$ cat config.mk
export PLATFORM = sky130hd
export DESIGN_NAME = link_top
export DESIGN_NICKNAME = d
export VERILOG_FILES = /design/src/rtl/game_pkg.sv /design/src/rtl/net_pkg.sv /design/src/rtl/link_apb_regs.sv /design/src/rtl/frame_sender.sv /design/src/rtl/frame_receiver.sv /design/src/rtl/link_top.sv
export VERILOG_INCLUDE_DIRS = /design/src /design/src/rtl
export SDC_FILE = /design/constraint.sdc
export NUM_CORES = 1
export LEC_CHECK = 0
export BUFFER_PORTS_ARGS = -buffer_cell sky130_fd_sc_hd__buf_2
export CAP_MARGIN = 20
export CORE_MARGIN = 8
export CORE_UTILIZATION = 45
export CTS_CLUSTER_DIAMETER = 80
export CTS_CLUSTER_SIZE = 14
export DETAILED_ROUTE_END_ITERATION = 6
export MAX_ROUTING_LAYER = met4
export PLACE_DENSITY_LB_ADDON = 0.3
export SKIP_LAST_GASP = 1
export SLEW_MARGIN = 20
export SYNTH_ARGS = -nofsm -noshare
export SYNTH_HDL_FRONTEND = slang
export SYNTH_SLANG_ARGS = --single-unit
$ cat constraint.sdc
create_clock -name clk -period 3.25 [get_ports clk]
set_input_delay 0.4875 -clock clk [delete_from_list [all_inputs] [get_ports clk]]
set_output_delay 0.4875 -clock clk [all_outputs]
set_load 0.02 [all_outputs]
$ cat src/rtl/link_params.svh
// link timing and register map, values assume the 24-bit summary and one 8-bit header
`ifndef LINK_PARAMS_SVH
`define LINK_PARAMS_SVH

// frame lengths in nibbles, header first
`define LINK_DATA_NIBBLES 8
`define LINK_ACK_NIBBLES 2

// idle cycles after a data frame before a retransmit
`define LINK_ACK_TIMEOUT 32
`define LINK_MAX_RETRIES 3

// apb byte addresses, 4-bit decode
`define LINK_ADDR_CTRL   4'h0
`define LINK_ADDR_TX     4'h4
`define LINK_ADDR_STATUS 4'h8
`define LINK_ADDR_RX     4'hC

`endif

$ cat src/rtl/game_pkg.sv
// game side types, the summary layout is fixed at 24 bits by the data frame payload
package game_pkg;

    // piece codes shared by hold and queue slots
    typedef enum logic [3:0] {
        TILE_NONE    = 4'd0,
        TILE_I       = 4'd1,
        TILE_O       = 4'd2,
        TILE_T       = 4'd3,
        TILE_S       = 4'd4,
        TILE_Z       = 4'd5,
        TILE_J       = 4'd6,
        TILE_L       = 4'd7,
        TILE_GARBAGE = 4'd8
    } tile_t;

    // next[3] is the first piece on the lanes
    typedef struct packed {
        logic [3:0]  garbage;
        tile_t       hold;
        tile_t [3:0] next;
    } game_summary_t;

endpackage : game_pkg

$ cat src/rtl/net_pkg.sv
// lane framing types, both header views keep the kind bit at bit 7
package net_pkg;

    import game_pkg::*;

    typedef enum logic {
        FRAME_DATA = 1'b0,
        FRAME_ACK  = 1'b1
    } frame_kind_t;

    typedef struct packed {
        frame_kind_t kind;
        logic        seq;
        logic        ready;
        logic        lost;
        logic [3:0]  spare;
    } data_hdr_t;

    typedef struct packed {
        frame_kind_t kind;
        logic        seq;
        logic [5:0]  spare;
    } ack_hdr_t;

    // kind bit picks which view is meaningful
    typedef union packed {
        data_hdr_t data;
        ack_hdr_t  ack;
    } frame_hdr_u;

    typedef struct packed {
        logic       frame_valid;
        logic [3:0] nibble;
    } lane_bus_t;

    // snapshot handed to the sender at send time
    typedef struct packed {
        game_summary_t summary;
        logic          ready;
        logic          lost;
    } tx_req_t;

endpackage : net_pkg

$ cat src/rtl/link_apb_regs.sv
// zero wait state APB slave, 4-bit address decode, a send while busy is rejected with pslverr
`timescale 1ns/1ps
`include "link_params.svh"

module link_apb_regs
    import game_pkg::*,
           net_pkg::*;
(
    input  logic          clk,
    input  logic          rst_l,
    input  logic [3:0]    paddr,
    input  logic          psel,
    input  logic          penable,
    input  logic          pwrite,
    input  logic [31:0]   pwdata,
    input  logic          busy,
    input  logic          fail,
    input  logic          tx_seq,
    input  logic [3:0]    retry_count,
    input  game_summary_t rx_summary,
    input  logic          opp_ready,
    input  logic          opp_lost,
    input  logic [3:0]    rx_count,
    output logic [31:0]   prdata,
    output logic          pready,
    output logic          pslverr,
    output logic          send_start,
    output tx_req_t       tx_req
);
    game_summary_t tx_q;
    logic          ready_q;
    logic          lost_q;
    logic          wr_access;
    logic          wr_ctrl;
    logic          send_bit;
    logic          ctrl_ok;

    assign wr_access = psel && penable && pwrite;
    assign wr_ctrl   = wr_access && (paddr == `LINK_ADDR_CTRL);
    assign send_bit  = pwdata[0];

    // whole ctrl write is dropped when it collides with a send in flight
    assign ctrl_ok    = wr_ctrl && !(send_bit && busy);
    assign send_start = ctrl_ok && send_bit;
    assign pslverr    = wr_ctrl && send_bit && busy;
    assign pready     = 1'b1;

    always_ff @(posedge clk, negedge rst_l) begin
        if (!rst_l) begin
            tx_q    <= '0;
            ready_q <= 1'b0;
            lost_q  <= 1'b0;
        end else begin
            if (wr_access && (paddr == `LINK_ADDR_TX)) begin
                tx_q <= game_summary_t'(pwdata[23:0]);
            end
            if (ctrl_ok) begin
                ready_q <= pwdata[1];
                lost_q  <= pwdata[2];
            end
        end
    end

    // flags from the same write go out with the frame
    always_comb begin
        tx_req.summary = tx_q;
        tx_req.ready   = ctrl_ok ? pwdata[1] : ready_q;
        tx_req.lost    = ctrl_ok ? pwdata[2] : lost_q;
    end

    always_comb begin
        case (paddr)
            `LINK_ADDR_CTRL: begin
                prdata = {29'b0, lost_q, ready_q, 1'b0};
            end
            `LINK_ADDR_TX: begin
                prdata = {8'b0, tx_q};
            end
            `LINK_ADDR_STATUS: begin
                prdata = {16'b0, retry_count, rx_count, 3'b0,
                          tx_seq, opp_lost, opp_ready, fail, busy};
            end
            `LINK_ADDR_RX: begin
                prdata = {8'b0, rx_summary};
            end
            default: begin
                prdata = 32'b0;
            end
        endcase
    end

endmodule : link_apb_regs

$ cat src/rtl/frame_sender.sv
// send_start is honored only in idle, the register stage blocks it while busy is high
`timescale 1ns/1ps
`include "link_params.svh"

module frame_sender
    import net_pkg::*;
(
    input  logic       clk,
    input  logic       rst_l,
    input  logic       send_start,
    input  tx_req_t    tx_req,
    input  logic       ack_req,
    input  logic       ack_seq,
    input  logic       ack_seen,
    input  logic       ack_seen_seq,
    output lane_bus_t  tx_lane,
    output logic       busy,
    output logic       fail,
    output logic       tx_seq,
    output logic [3:0] retry_count
);
    localparam int FRAME_W = `LINK_DATA_NIBBLES * 4;
    localparam int CNT_W   = $clog2(`LINK_DATA_NIBBLES);
    localparam int TIMER_W = $clog2(`LINK_ACK_TIMEOUT);

    typedef enum logic [1:0] {
        S_IDLE,
        S_DATA,
        S_WAIT,
        S_ACK
    } state_t;

    state_t             state;
    logic [FRAME_W-1:0] shreg;
    logic [CNT_W-1:0]   nib_cnt;
    logic [TIMER_W-1:0] timer;
    tx_req_t            req_q;
    logic               send_act;
    logic               got_ack;
    logic               ack_pend;
    logic               ack_pend_seq;
    logic               ack_match;
    logic               frame_last;

    function automatic logic [FRAME_W-1:0] data_frame(tx_req_t r, logic seq);
        data_hdr_t h;
        h.kind  = FRAME_DATA;
        h.seq   = seq;
        h.ready = r.ready;
        h.lost  = r.lost;
        h.spare = '0;
        return {h, r.summary};
    endfunction

    function automatic logic [FRAME_W-1:0] ack_frame(logic seq);
        ack_hdr_t h;
        h.kind  = FRAME_ACK;
        h.seq   = seq;
        h.spare = '0;
        return {h, {(FRAME_W - 8){1'b0}}};
    endfunction

    assign ack_match  = ack_seen && (ack_seen_seq == tx_seq);
    assign frame_last = ((state == S_DATA) && (nib_cnt == CNT_W'(`LINK_DATA_NIBBLES - 1))) ||
                        ((state == S_ACK) && (nib_cnt == CNT_W'(`LINK_ACK_NIBBLES - 1)));

    always_ff @(posedge clk, negedge rst_l) begin
        if (!rst_l) begin
            state       <= S_IDLE;
            nib_cnt     <= '0;
            timer       <= '0;
            send_act    <= 1'b0;
            got_ack     <= 1'b0;
            ack_pend    <= 1'b0;
            fail        <= 1'b0;
            tx_seq      <= 1'b0;
            retry_count <= '0;
        end else begin
            if (ack_req) begin
                ack_pend     <= 1'b1;
                ack_pend_seq <= ack_seq;
            end
            // ack may land while a frame is still going out
            if (send_act && ack_match) begin
                got_ack <= 1'b1;
            end

            case (state)
                S_IDLE: begin
                    if (send_start) begin
                        req_q       <= tx_req;
                        shreg       <= data_frame(tx_req, tx_seq);
                        nib_cnt     <= '0;
                        send_act    <= 1'b1;
                        got_ack     <= 1'b0;
                        fail        <= 1'b0;
                        retry_count <= '0;
                        state       <= S_DATA;
                    end else if (ack_pend) begin
                        shreg    <= ack_frame(ack_pend_seq);
                        nib_cnt  <= '0;
                        ack_pend <= ack_req;
                        state    <= S_ACK;
                    end
                end
                S_DATA, S_ACK: begin
                    shreg   <= shreg << 4;
                    nib_cnt <= nib_cnt + 1'b1;
                    if (frame_last) begin
                        timer <= '0;
                        state <= send_act ? S_WAIT : S_IDLE;
                    end
                end
                S_WAIT: begin
                    if (ack_match || got_ack) begin
                        send_act <= 1'b0;
                        got_ack  <= 1'b0;
                        tx_seq   <= ~tx_seq;
                        state    <= S_IDLE;
                    end else if (ack_pend) begin
                        // opponent ack goes ahead of a retransmit
                        shreg    <= ack_frame(ack_pend_seq);
                        nib_cnt  <= '0;
                        ack_pend <= ack_req;
                        state    <= S_ACK;
                    end else if (timer == TIMER_W'(`LINK_ACK_TIMEOUT - 1)) begin
                        if (retry_count == 4'(`LINK_MAX_RETRIES)) begin
                            send_act <= 1'b0;
                            fail     <= 1'b1;
                            state    <= S_IDLE;
                        end else begin
                            retry_count <= retry_count + 1'b1;
                            shreg       <= data_frame(req_q, tx_seq);
                            nib_cnt     <= '0;
                            state       <= S_DATA;
                        end
                    end else begin
                        timer <= timer + 1'b1;
                    end
                end
                default: begin
                    state <= S_IDLE;
                end
            endcase
        end
    end

    // an ack frame in flight also blocks a new send
    assign busy = send_act || (state != S_IDLE);

    always_comb begin
        tx_lane.frame_valid = (state == S_DATA) || (state == S_ACK);
        tx_lane.nibble      = tx_lane.frame_valid ? shreg[FRAME_W-1 -: 4] : 4'h0;
    end

endmodule : frame_sender

$ cat src/rtl/frame_receiver.sv
// frames need at least one idle cycle between them, results land two cycles after the last nibble
`timescale 1ns/1ps
`include "link_params.svh"

module frame_receiver
    import game_pkg::*,
           net_pkg::*;
(
    input  logic          clk,
    input  logic          rst_l,
    input  lane_bus_t     rx_lane,
    output logic          ack_req,
    output logic          ack_seq,
    output logic          ack_seen,
    output logic          ack_seen_seq,
    output game_summary_t rx_summary,
    output logic          opp_ready,
    output logic          opp_lost,
    output logic [3:0]    rx_count
);
    localparam int FRAME_W = `LINK_DATA_NIBBLES * 4;
    localparam int SUM_W   = $bits(game_summary_t);

    logic [FRAME_W-1:0] shreg;
    frame_hdr_u         hdr_q;
    logic [3:0]         nib_cnt;
    logic               exp_seq;
    logic               frame_end;
    logic               len_ok;
    logic               data_ok;
    logic               ack_ok;
    logic               accept;

    assign frame_end = !rx_lane.frame_valid && (nib_cnt != 4'd0);

    // kind decides the expected length
    always_comb begin
        if (hdr_q.data.kind == FRAME_DATA) begin
            len_ok = (nib_cnt == 4'(`LINK_DATA_NIBBLES));
        end else begin
            len_ok = (nib_cnt == 4'(`LINK_ACK_NIBBLES));
        end
    end

    assign data_ok = frame_end && len_ok && (hdr_q.data.kind == FRAME_DATA);
    assign ack_ok  = frame_end && len_ok && (hdr_q.ack.kind == FRAME_ACK);
    assign accept  = data_ok && (hdr_q.data.seq == exp_seq);

    always_ff @(posedge clk) begin
        if (rx_lane.frame_valid) begin
            shreg <= {shreg[FRAME_W-5:0], rx_lane.nibble};
        end
        // header is complete with the second nibble
        if (rx_lane.frame_valid && (nib_cnt == 4'd1)) begin
            hdr_q <= frame_hdr_u'({shreg[3:0], rx_lane.nibble});
        end
        if (accept) begin
            rx_summary <= game_summary_t'(shreg[SUM_W-1:0]);
        end
    end

    always_ff @(posedge clk, negedge rst_l) begin
        if (!rst_l) begin
            nib_cnt      <= 4'd0;
            exp_seq      <= 1'b0;
            ack_req      <= 1'b0;
            ack_seq      <= 1'b0;
            ack_seen     <= 1'b0;
            ack_seen_seq <= 1'b0;
            opp_ready    <= 1'b0;
            opp_lost     <= 1'b0;
            rx_count     <= 4'd0;
        end else begin
            // saturate so long runs still fail the length check
            if (rx_lane.frame_valid) begin
                nib_cnt <= (nib_cnt == 4'hF) ? 4'hF : nib_cnt + 4'd1;
            end else begin
                nib_cnt <= 4'd0;
            end

            ack_req  <= data_ok;
            ack_seen <= ack_ok;
            if (data_ok) begin
                ack_seq <= hdr_q.data.seq;
            end
            if (ack_ok) begin
                ack_seen_seq <= hdr_q.ack.seq;
            end

            // duplicates are acked but not stored
            if (accept) begin
                opp_ready <= hdr_q.data.ready;
                opp_lost  <= hdr_q.data.lost;
                rx_count  <= rx_count + 4'd1;
                exp_seq   <= ~exp_seq;
            end
        end
    end

endmodule : frame_receiver

$ cat src/rtl/link_top.sv
// one board's link, tx_lane and rx_lane go to the opponent or are looped back for self test
`timescale 1ns/1ps

module link_top
    import game_pkg::*,
           net_pkg::*;
(
    input  logic        clk,
    input  logic        rst_l,
    input  logic [3:0]  paddr,
    input  logic        psel,
    input  logic        penable,
    input  logic        pwrite,
    input  logic [31:0] pwdata,
    input  lane_bus_t   rx_lane,
    output logic [31:0] prdata,
    output logic        pready,
    output logic        pslverr,
    output lane_bus_t   tx_lane
);
    logic          send_start;
    tx_req_t       tx_req;
    logic          busy;
    logic          fail;
    logic          tx_seq;
    logic [3:0]    retry_count;
    logic          ack_req;
    logic          ack_seq;
    logic          ack_seen;
    logic          ack_seen_seq;
    game_summary_t rx_summary;
    logic          opp_ready;
    logic          opp_lost;
    logic [3:0]    rx_count;

    link_apb_regs u_regs (
        .clk         (clk),
        .rst_l       (rst_l),
        .paddr       (paddr),
        .psel        (psel),
        .penable     (penable),
        .pwrite      (pwrite),
        .pwdata      (pwdata),
        .busy        (busy),
        .fail        (fail),
        .tx_seq      (tx_seq),
        .retry_count (retry_count),
        .rx_summary  (rx_summary),
        .opp_ready   (opp_ready),
        .opp_lost    (opp_lost),
        .rx_count    (rx_count),
        .prdata      (prdata),
        .pready      (pready),
        .pslverr     (pslverr),
        .send_start  (send_start),
        .tx_req      (tx_req)
    );

    frame_sender u_sender (
        .clk          (clk),
        .rst_l        (rst_l),
        .send_start   (send_start),
        .tx_req       (tx_req),
        .ack_req      (ack_req),
        .ack_seq      (ack_seq),
        .ack_seen     (ack_seen),
        .ack_seen_seq (ack_seen_seq),
        .tx_lane      (tx_lane),
        .busy         (busy),
        .fail         (fail),
        .tx_seq       (tx_seq),
        .retry_count  (retry_count)
    );

    frame_receiver u_receiver (
        .clk          (clk),
        .rst_l        (rst_l),
        .rx_lane      (rx_lane),
        .ack_req      (ack_req),
        .ack_seq      (ack_seq),
        .ack_seen     (ack_seen),
        .ack_seen_seq (ack_seen_seq),
        .rx_summary   (rx_summary),
        .opp_ready    (opp_ready),
        .opp_lost     (opp_lost),
        .rx_count     (rx_count)
    );

endmodule : link_top

==> flow_summary.toml, run 1 <==
[setup_path]
critPathArrivalTime_ns = 2.74
cp_top_family = "simple AND/OR/NAND/NOR gates"
reg2reg_slack_ns = 0.63
path_cells = "nand2b_1, nor2_1, a222oi_1, and2_1, buf_12"
cp-end-kind = "flop"
reg2reg_from = "u_sender.state[0]$_DFFE_PN0P_"
timing.rr.end = "u_sender.shreg[4]$_DFFE_PP_"
cp_data_required_time_ns = 3.37
worstPathMaxFanout = 27
crit_slowest_cell = "dfrtp_1"
crit_path_start_kind = "flop"
path_buf_inv = 1
worst_path_largest_cell_delay_ns = 0.76
worst-r2r-cell-count = 5
cp.depth = 5
path_class = "reg2reg"

[outcome]
outcome = "complete, no violations"

[layout]
instances_no_fill = 832
drive_above_1_share = 0.275
fin_nets = 657
synthToLayoutAreaGrowth_pct = 16.3
multi_input_area_um2 = 2270
fillers = 1332
post-route-util = 0.535
stdcell_area_um2 = 8490
regArea_um2 = 4830

[die]
coreArea_um2 = 15900
num_rows = 46
die_width_um = 143
start_util = 0.460
die_area_um2 = 20600
io_pins = 85
die_h_um = 143

[placed_design]
post-dp-hpwl_um = 11200
place_congestion = 0.923
port_buffers = 67
dp.cells = 798
place_ws_ns = 0.692
placed_cell_area_um2 = 7880

[logic_synthesis]
synth-edff-count = 111
synthSimpleGateAreaFrac = 0.101
postSynth.asyncResetShare = 0.351
synthXorXnorAreaFrac = 0.00823
syn_area_per_cell_um2 = 13.8
synth.area.mux_share = 0.0944
synth_adder_area_share = 0.0171
ys_seq_area_frac = 0.662
synthTopCellsByArea = "edfxtp_1 (46%), dfrtp_1 (21%), mux2_2 (6.6%)"
ys_ff_latch = 171
synthFlopType = "edfxtp_1"
ys_top_cells_by_count = "edfxtp_1 (111), dfrtp_1 (60), nand2_1 (58)"
synth_top_cell_by_area = "edfxtp_1"
synth_warnings = 0
syn-instance-count = 529
synthDistinctLibCells = 57
synth_compound_area_frac = 0.0840
synth_top_area_frac = 0.457
synth_top_family_by_area = "simple AND/OR/NAND/NOR gates"
syn_area_um2 = 7300
yosysMostFrequentCell = "edfxtp_1"

[timing]
skew_ns = 0.00971
max_freq_mhz = 382
whs_ns = 0.0243
drv_slew = 0
fin_setup_tns_ns = 0
rsz0062_at_grt = "false"
finalSetupViolations = 0
worst_pin_slew_ns = 0.677
fin_ws_ns = 0.631
fin_crit_sh = 0.806
hold_viol = 0
slew_headroom = 0.548
period_minus_slack_ns = 2.62

[grt]
grt_antenna_before_repair = 2
grt_pass1_vias = 4539
overflow = 0
grt_max_degree = 45
grt_first_pass_wirelength_um = 25500
grt_usage = 0.170

[clock_tree]
clock_sinks = 171
post-cts-setup-buffer-count = 0
cts.clk_slew.worst_paths_ns = 0.07
htreeDepth = 4
root_buffer = "clkbuf_16"
clk_latency_ns = 0.43
numCtsBuffers = 17
cts.repair.resized = 0
cts_tree = "done"
clockBufferDepth = 2
cts_hold_buf = 0

[pwr]
total_power_mw = 6.08
vdd_drop_max_uv = 389
power.leakage_nw = 3.50
p_per_area_nw_per_um2 = 716

[routing]
wirelength_um = 16100
vias_per_cell = 5.37
wl_per_cell_um = 19.3
dr.pass1.iters = 7
drt_iter0_drc = 362
final_antenna_net_count = 0
vias = 4471
route.detailed.drc = 0

[worst_hold_path]
min_path_type = "in2async"

[job]
cap_violations = 0
## routing by layer
layer  track usage  up-vias  share of wire
li1              -     2086              -
met3        0.0348       26          0.043
met4        0.0725        0          0.022
met2         0.264      112           0.49
met5             -        -              0
met1         0.214     2247           0.44
## layout make-up
| type | count | area share |
|---|---|---|
| diodes | 2 | 0.000589 |
| clock buffers | 18 | 0.0505 |
| clock inverters | 14 | 0.0214 |
| inverters | 14 | 0.00619 |
| multi-input cells | 317 | 0.268 |
| flip-flops and latches | 171 | 0.569 |
| well taps | 216 | 0.0318 |
| repair buffers | 80 | 0.0525 |
## worst register-to-register path: cells and delay by family (launching register included)
family	cells	cell delay [ns]
flip-flops	1	0.76
buffers and inverters	1	0.24
AO/OA/AOI/OAI	1	0.42
AND/OR/NAND/NOR	3	0.88
## state kept, by name (all words and copies together) (netlist names), 4 cells and up
signal / flops
u_receiver.nib_cnt: 4
u_receiver.shreg: 24
u_sender.shreg: 32
u_sender.retry_count: 4
u_regs.tx_req: 24
u_sender.timer: 5
u_sender.req_q: 26
u_receiver.rx_summary: 24
u_receiver.hdr_q: 4
u_receiver.rx_count: 4
## placed cells by master, fill, tap and decap left out, types with 3 or more instances in the layout
master	count
a21oi_1	11
a22o_1	7
a22oi_1	32
and2_1	13
and3_1	3
buf_2	67
buf_4	12
bufinv_16	3
clkbuf_16	17
conb_1	9
dfrtp_1	60
edfxtp_1	111
ha_1	10
inv_1	14
inv_6	5
mux2_2	43
mux2i_1	16
nand2_1	58
nand2b_1	4
nand3_1	7
nor2_1	37
nor2b_1	3
nor3_1	4
o21ai_0	7
or2_2	4
xnor2_1	3
## logic make-up after synthesis
family	count (synthesis)
AOI/OAI and AO/OA	81
xor gates and xnor gates	6
adders and majority gates	10
buffers and inverters	48
DFF	171
muxes	61
other	2
and+or+nand+nor	150
## power by group
part	switching (mW)	internal [mW]	total, mW
clock	0.864	1.23	2.09
sequential	0.256	2.71	2.97
combinational	0.585	0.436	1.02
total	1.71	4.38	6.08
## how the worst max path moves through the flow
| stage | start | end |
|---|---|---|
| floorplan | paddr[2] | u_sender.shreg[0]$_DFFE_PP_ |
| global placement | u_sender.state[0]$_DFFE_PN0P_ | u_sender.shreg[0]$_DFFE_PP_ |
| detailed placement | u_sender.state[0]$_DFFE_PN0P_ | u_sender.shreg[5]$_DFFE_PP_ |
| CTS | u_sender.state[0]$_DFFE_PN0P_ | u_sender.shreg[9]$_DFFE_PP_ |
| global route | u_sender.state[0]$_DFFE_PN0P_ | u_sender.shreg[4]$_DFFE_PP_ |
| finish | u_sender.state[0]$_DFFE_PN0P_ | u_sender.shreg[4]$_DFFE_PP_ |
(Power assumes the default switching activity.)
==> run 2, diff against run 1 <==
==> constraint.sdc (replaced) <==
create_clock -name clk -period 2.2 [get_ports clk]
set_input_delay 0.33 -clock clk [delete_from_list [all_inputs] [get_ports clk]]
set_output_delay 0.33 -clock clk [all_outputs]
set_load 0.02 [all_outputs]
==> flow_summary.toml, run 2 (synthesized netlist as in run 1, its figures left out) <==
[setup_path]
critPathArrivalTime_ns = 2.28
worstPathMaxFanout = 16
worst_path_largest_cell_delay_ns = 0.40
cp_top_family = "simple AND/OR/NAND/NOR gates"
cp-end-kind = "flop"
worst-r2r-cell-count = 7
path_buf_inv = 1
cp_data_required_time_ns = 2.33
timing.rr.end = "u_sender.shreg[2]$_DFFE_PP_"
reg2reg_from = "u_sender.timer[0]$_DFFE_PN0P_"
crit_path_start_kind = "flop"
reg2reg_slack_ns = 0.05
crit_slowest_cell = "a222oi_1"
path_class = "reg2reg"
path_cells = "ha_2, and3_1, ha_4, nand2_1, a222oi_1, and2_4, buf_12"

[timing]
max_freq_mhz = 466
skew_ns = 0.00545
slew_headroom = 0.570
finalSetupViolations = 0
drv_slew = 0
fin_crit_sh = 0.976
whs_ns = 0.00587
period_minus_slack_ns = 2.15
fin_ws_ns = 0.0536
worst_pin_slew_ns = 0.640
hold_viol = 0

[clock_tree]
cts_hold_buf = 0
clk_latency_ns = 0.42
cts.clk_slew.worst_paths_ns = 0.07
numCtsBuffers = 17
root_buffer = "clkbuf_16"
htreeDepth = 4
cts_tree = "done"
clockBufferDepth = 2
clock_sinks = 171

[grt]
grt_pass1_vias = 4668
overflow = 0
grt_usage = 0.170
grt_antenna_before_repair = 1
grt_max_degree = 44
grt_first_pass_wirelength_um = 25600

[layout]
layout_common_cells = "edfxtp_1 (111), buf_2 (67), dfrtp_1 (60)"
top_register = "u_sender.shreg"
final_common_cell = "edfxtp_1"
largest_register_ffs = 32
synthToLayoutAreaGrowth_pct = 18.7
fin_nets = 680
drive_above_1_share = 0.306
reg_top3 = "u_sender.shreg x32, u_sender.req_q x26"

[routing]
drt_iter0_drc = 420
final_antenna_net_count = 0
dr.pass1.iters = 5
wl_per_cell_um = 19.1
vias_per_cell = 5.37
vias = 4588
route.detailed.drc = 0
wirelength_um = 16300

[die]
die_width_um = 143
io_pins = 85
start_util = 0.460
coreArea_um2 = 15900
die_h_um = 143
die_area_um2 = 20600
num_rows = 46

[placed_design]
place_congestion = 0.841
place_ws_ns = 0.00742
port_buffers = 67
post-dp-hpwl_um = 11700

[outcome]
outcome = "complete, no violations"

[pwr]
total_power_mw = 8.84
power.leakage_nw = 3.60
p_per_area_nw_per_um2 = 1020
vdd_drop_max_uv = 568

[job]
cap_violations = 0

[worst_hold_path]
min_path_type = "in2async"
[run 2: power by group]
| group | switching [mW] | internal (mW) |
|---|---|---|
| registers | 0.304 | 4.01 |
| clock network | 1.27 | 1.47 |
| logic | 0.985 | 0.796 |
[run 2: cell type report]
cell class	instances	area, µm²
well taps	216	270
fillers	1350	7220
diodes	1	2.50
flip-flops and latches	171	4830
clock buffers	18	429
repair buffers	103	668
inverters	14	52.6
multi-input cells	317	2300
clock inverters	14	114
[run 2: worst max path at each step]
| stage | slack (ns) | end | startpoint | cells after the start |
|---|---|---|---|---|
| after global routing | -0.04 | u_sender.shreg[2]$_DFFE_PP_ | u_sender.timer[0]$_DFFE_PN0P_ | 7 |
| final | 0.05 | u_sender.shreg[2]$_DFFE_PP_ | u_sender.timer[0]$_DFFE_PN0P_ | 7 |
| after global placement | 0.13 | u_sender.shreg[15]$_DFFE_PP_ | u_sender.timer[0]$_DFFE_PN0P_ | 7 |
| after floorplan | -0.36 | u_receiver.opp_lost$_DFFE_PN0P_ | u_receiver.nib_cnt[2]$_DFF_PN0_ | 3 |
| after detailed placement | 0.007 | u_sender.retry_count[2]$_DFFE_PN0P_ | u_sender.timer[1]$_DFFE_PN0P_ | 7 |
| after CTS | 0.01 | u_sender.shreg[2]$_DFFE_PP_ | u_sender.timer[1]$_DFFE_PN0P_ | 7 |
[run 2: layer usage]
layer / share of wire / vias to the layer above / global-route usage
li1: - / 2136 / -
met1: 0.44 / 2305 / 0.215
met2: 0.48 / 123 / 0.263
met3: 0.049 / 24 / 0.0358
met4: 0.023 / 0 / 0.0742
met5: 0 / - / -
[run 2: per-stage QoR]
| stage | area (µm²) | util | cells | TNS, ns |
|---|---|---|---|---|
| finish | 8670 | 0.546 | 854 | 0 |
| global route | 8670 | 0.546 | 854 | -0.730 |
| CTS | 8620 | 0.543 | 850 | 0 |
| detailed placement | 8080 | 0.509 | 818 | 0 |
| global placement | 8080 | 0.509 | 818 | 0 |
| floorplan | 7330 | - | 536 | -6.97 |
[run 2: timing repair]
item | CTS | global route
setup buffers | 0 | 3
gates cloned | 0 | 0
resized for setup | 1 | 4
pin swaps | 0 | 2
endpoints found under the setup margin | 1 | 38
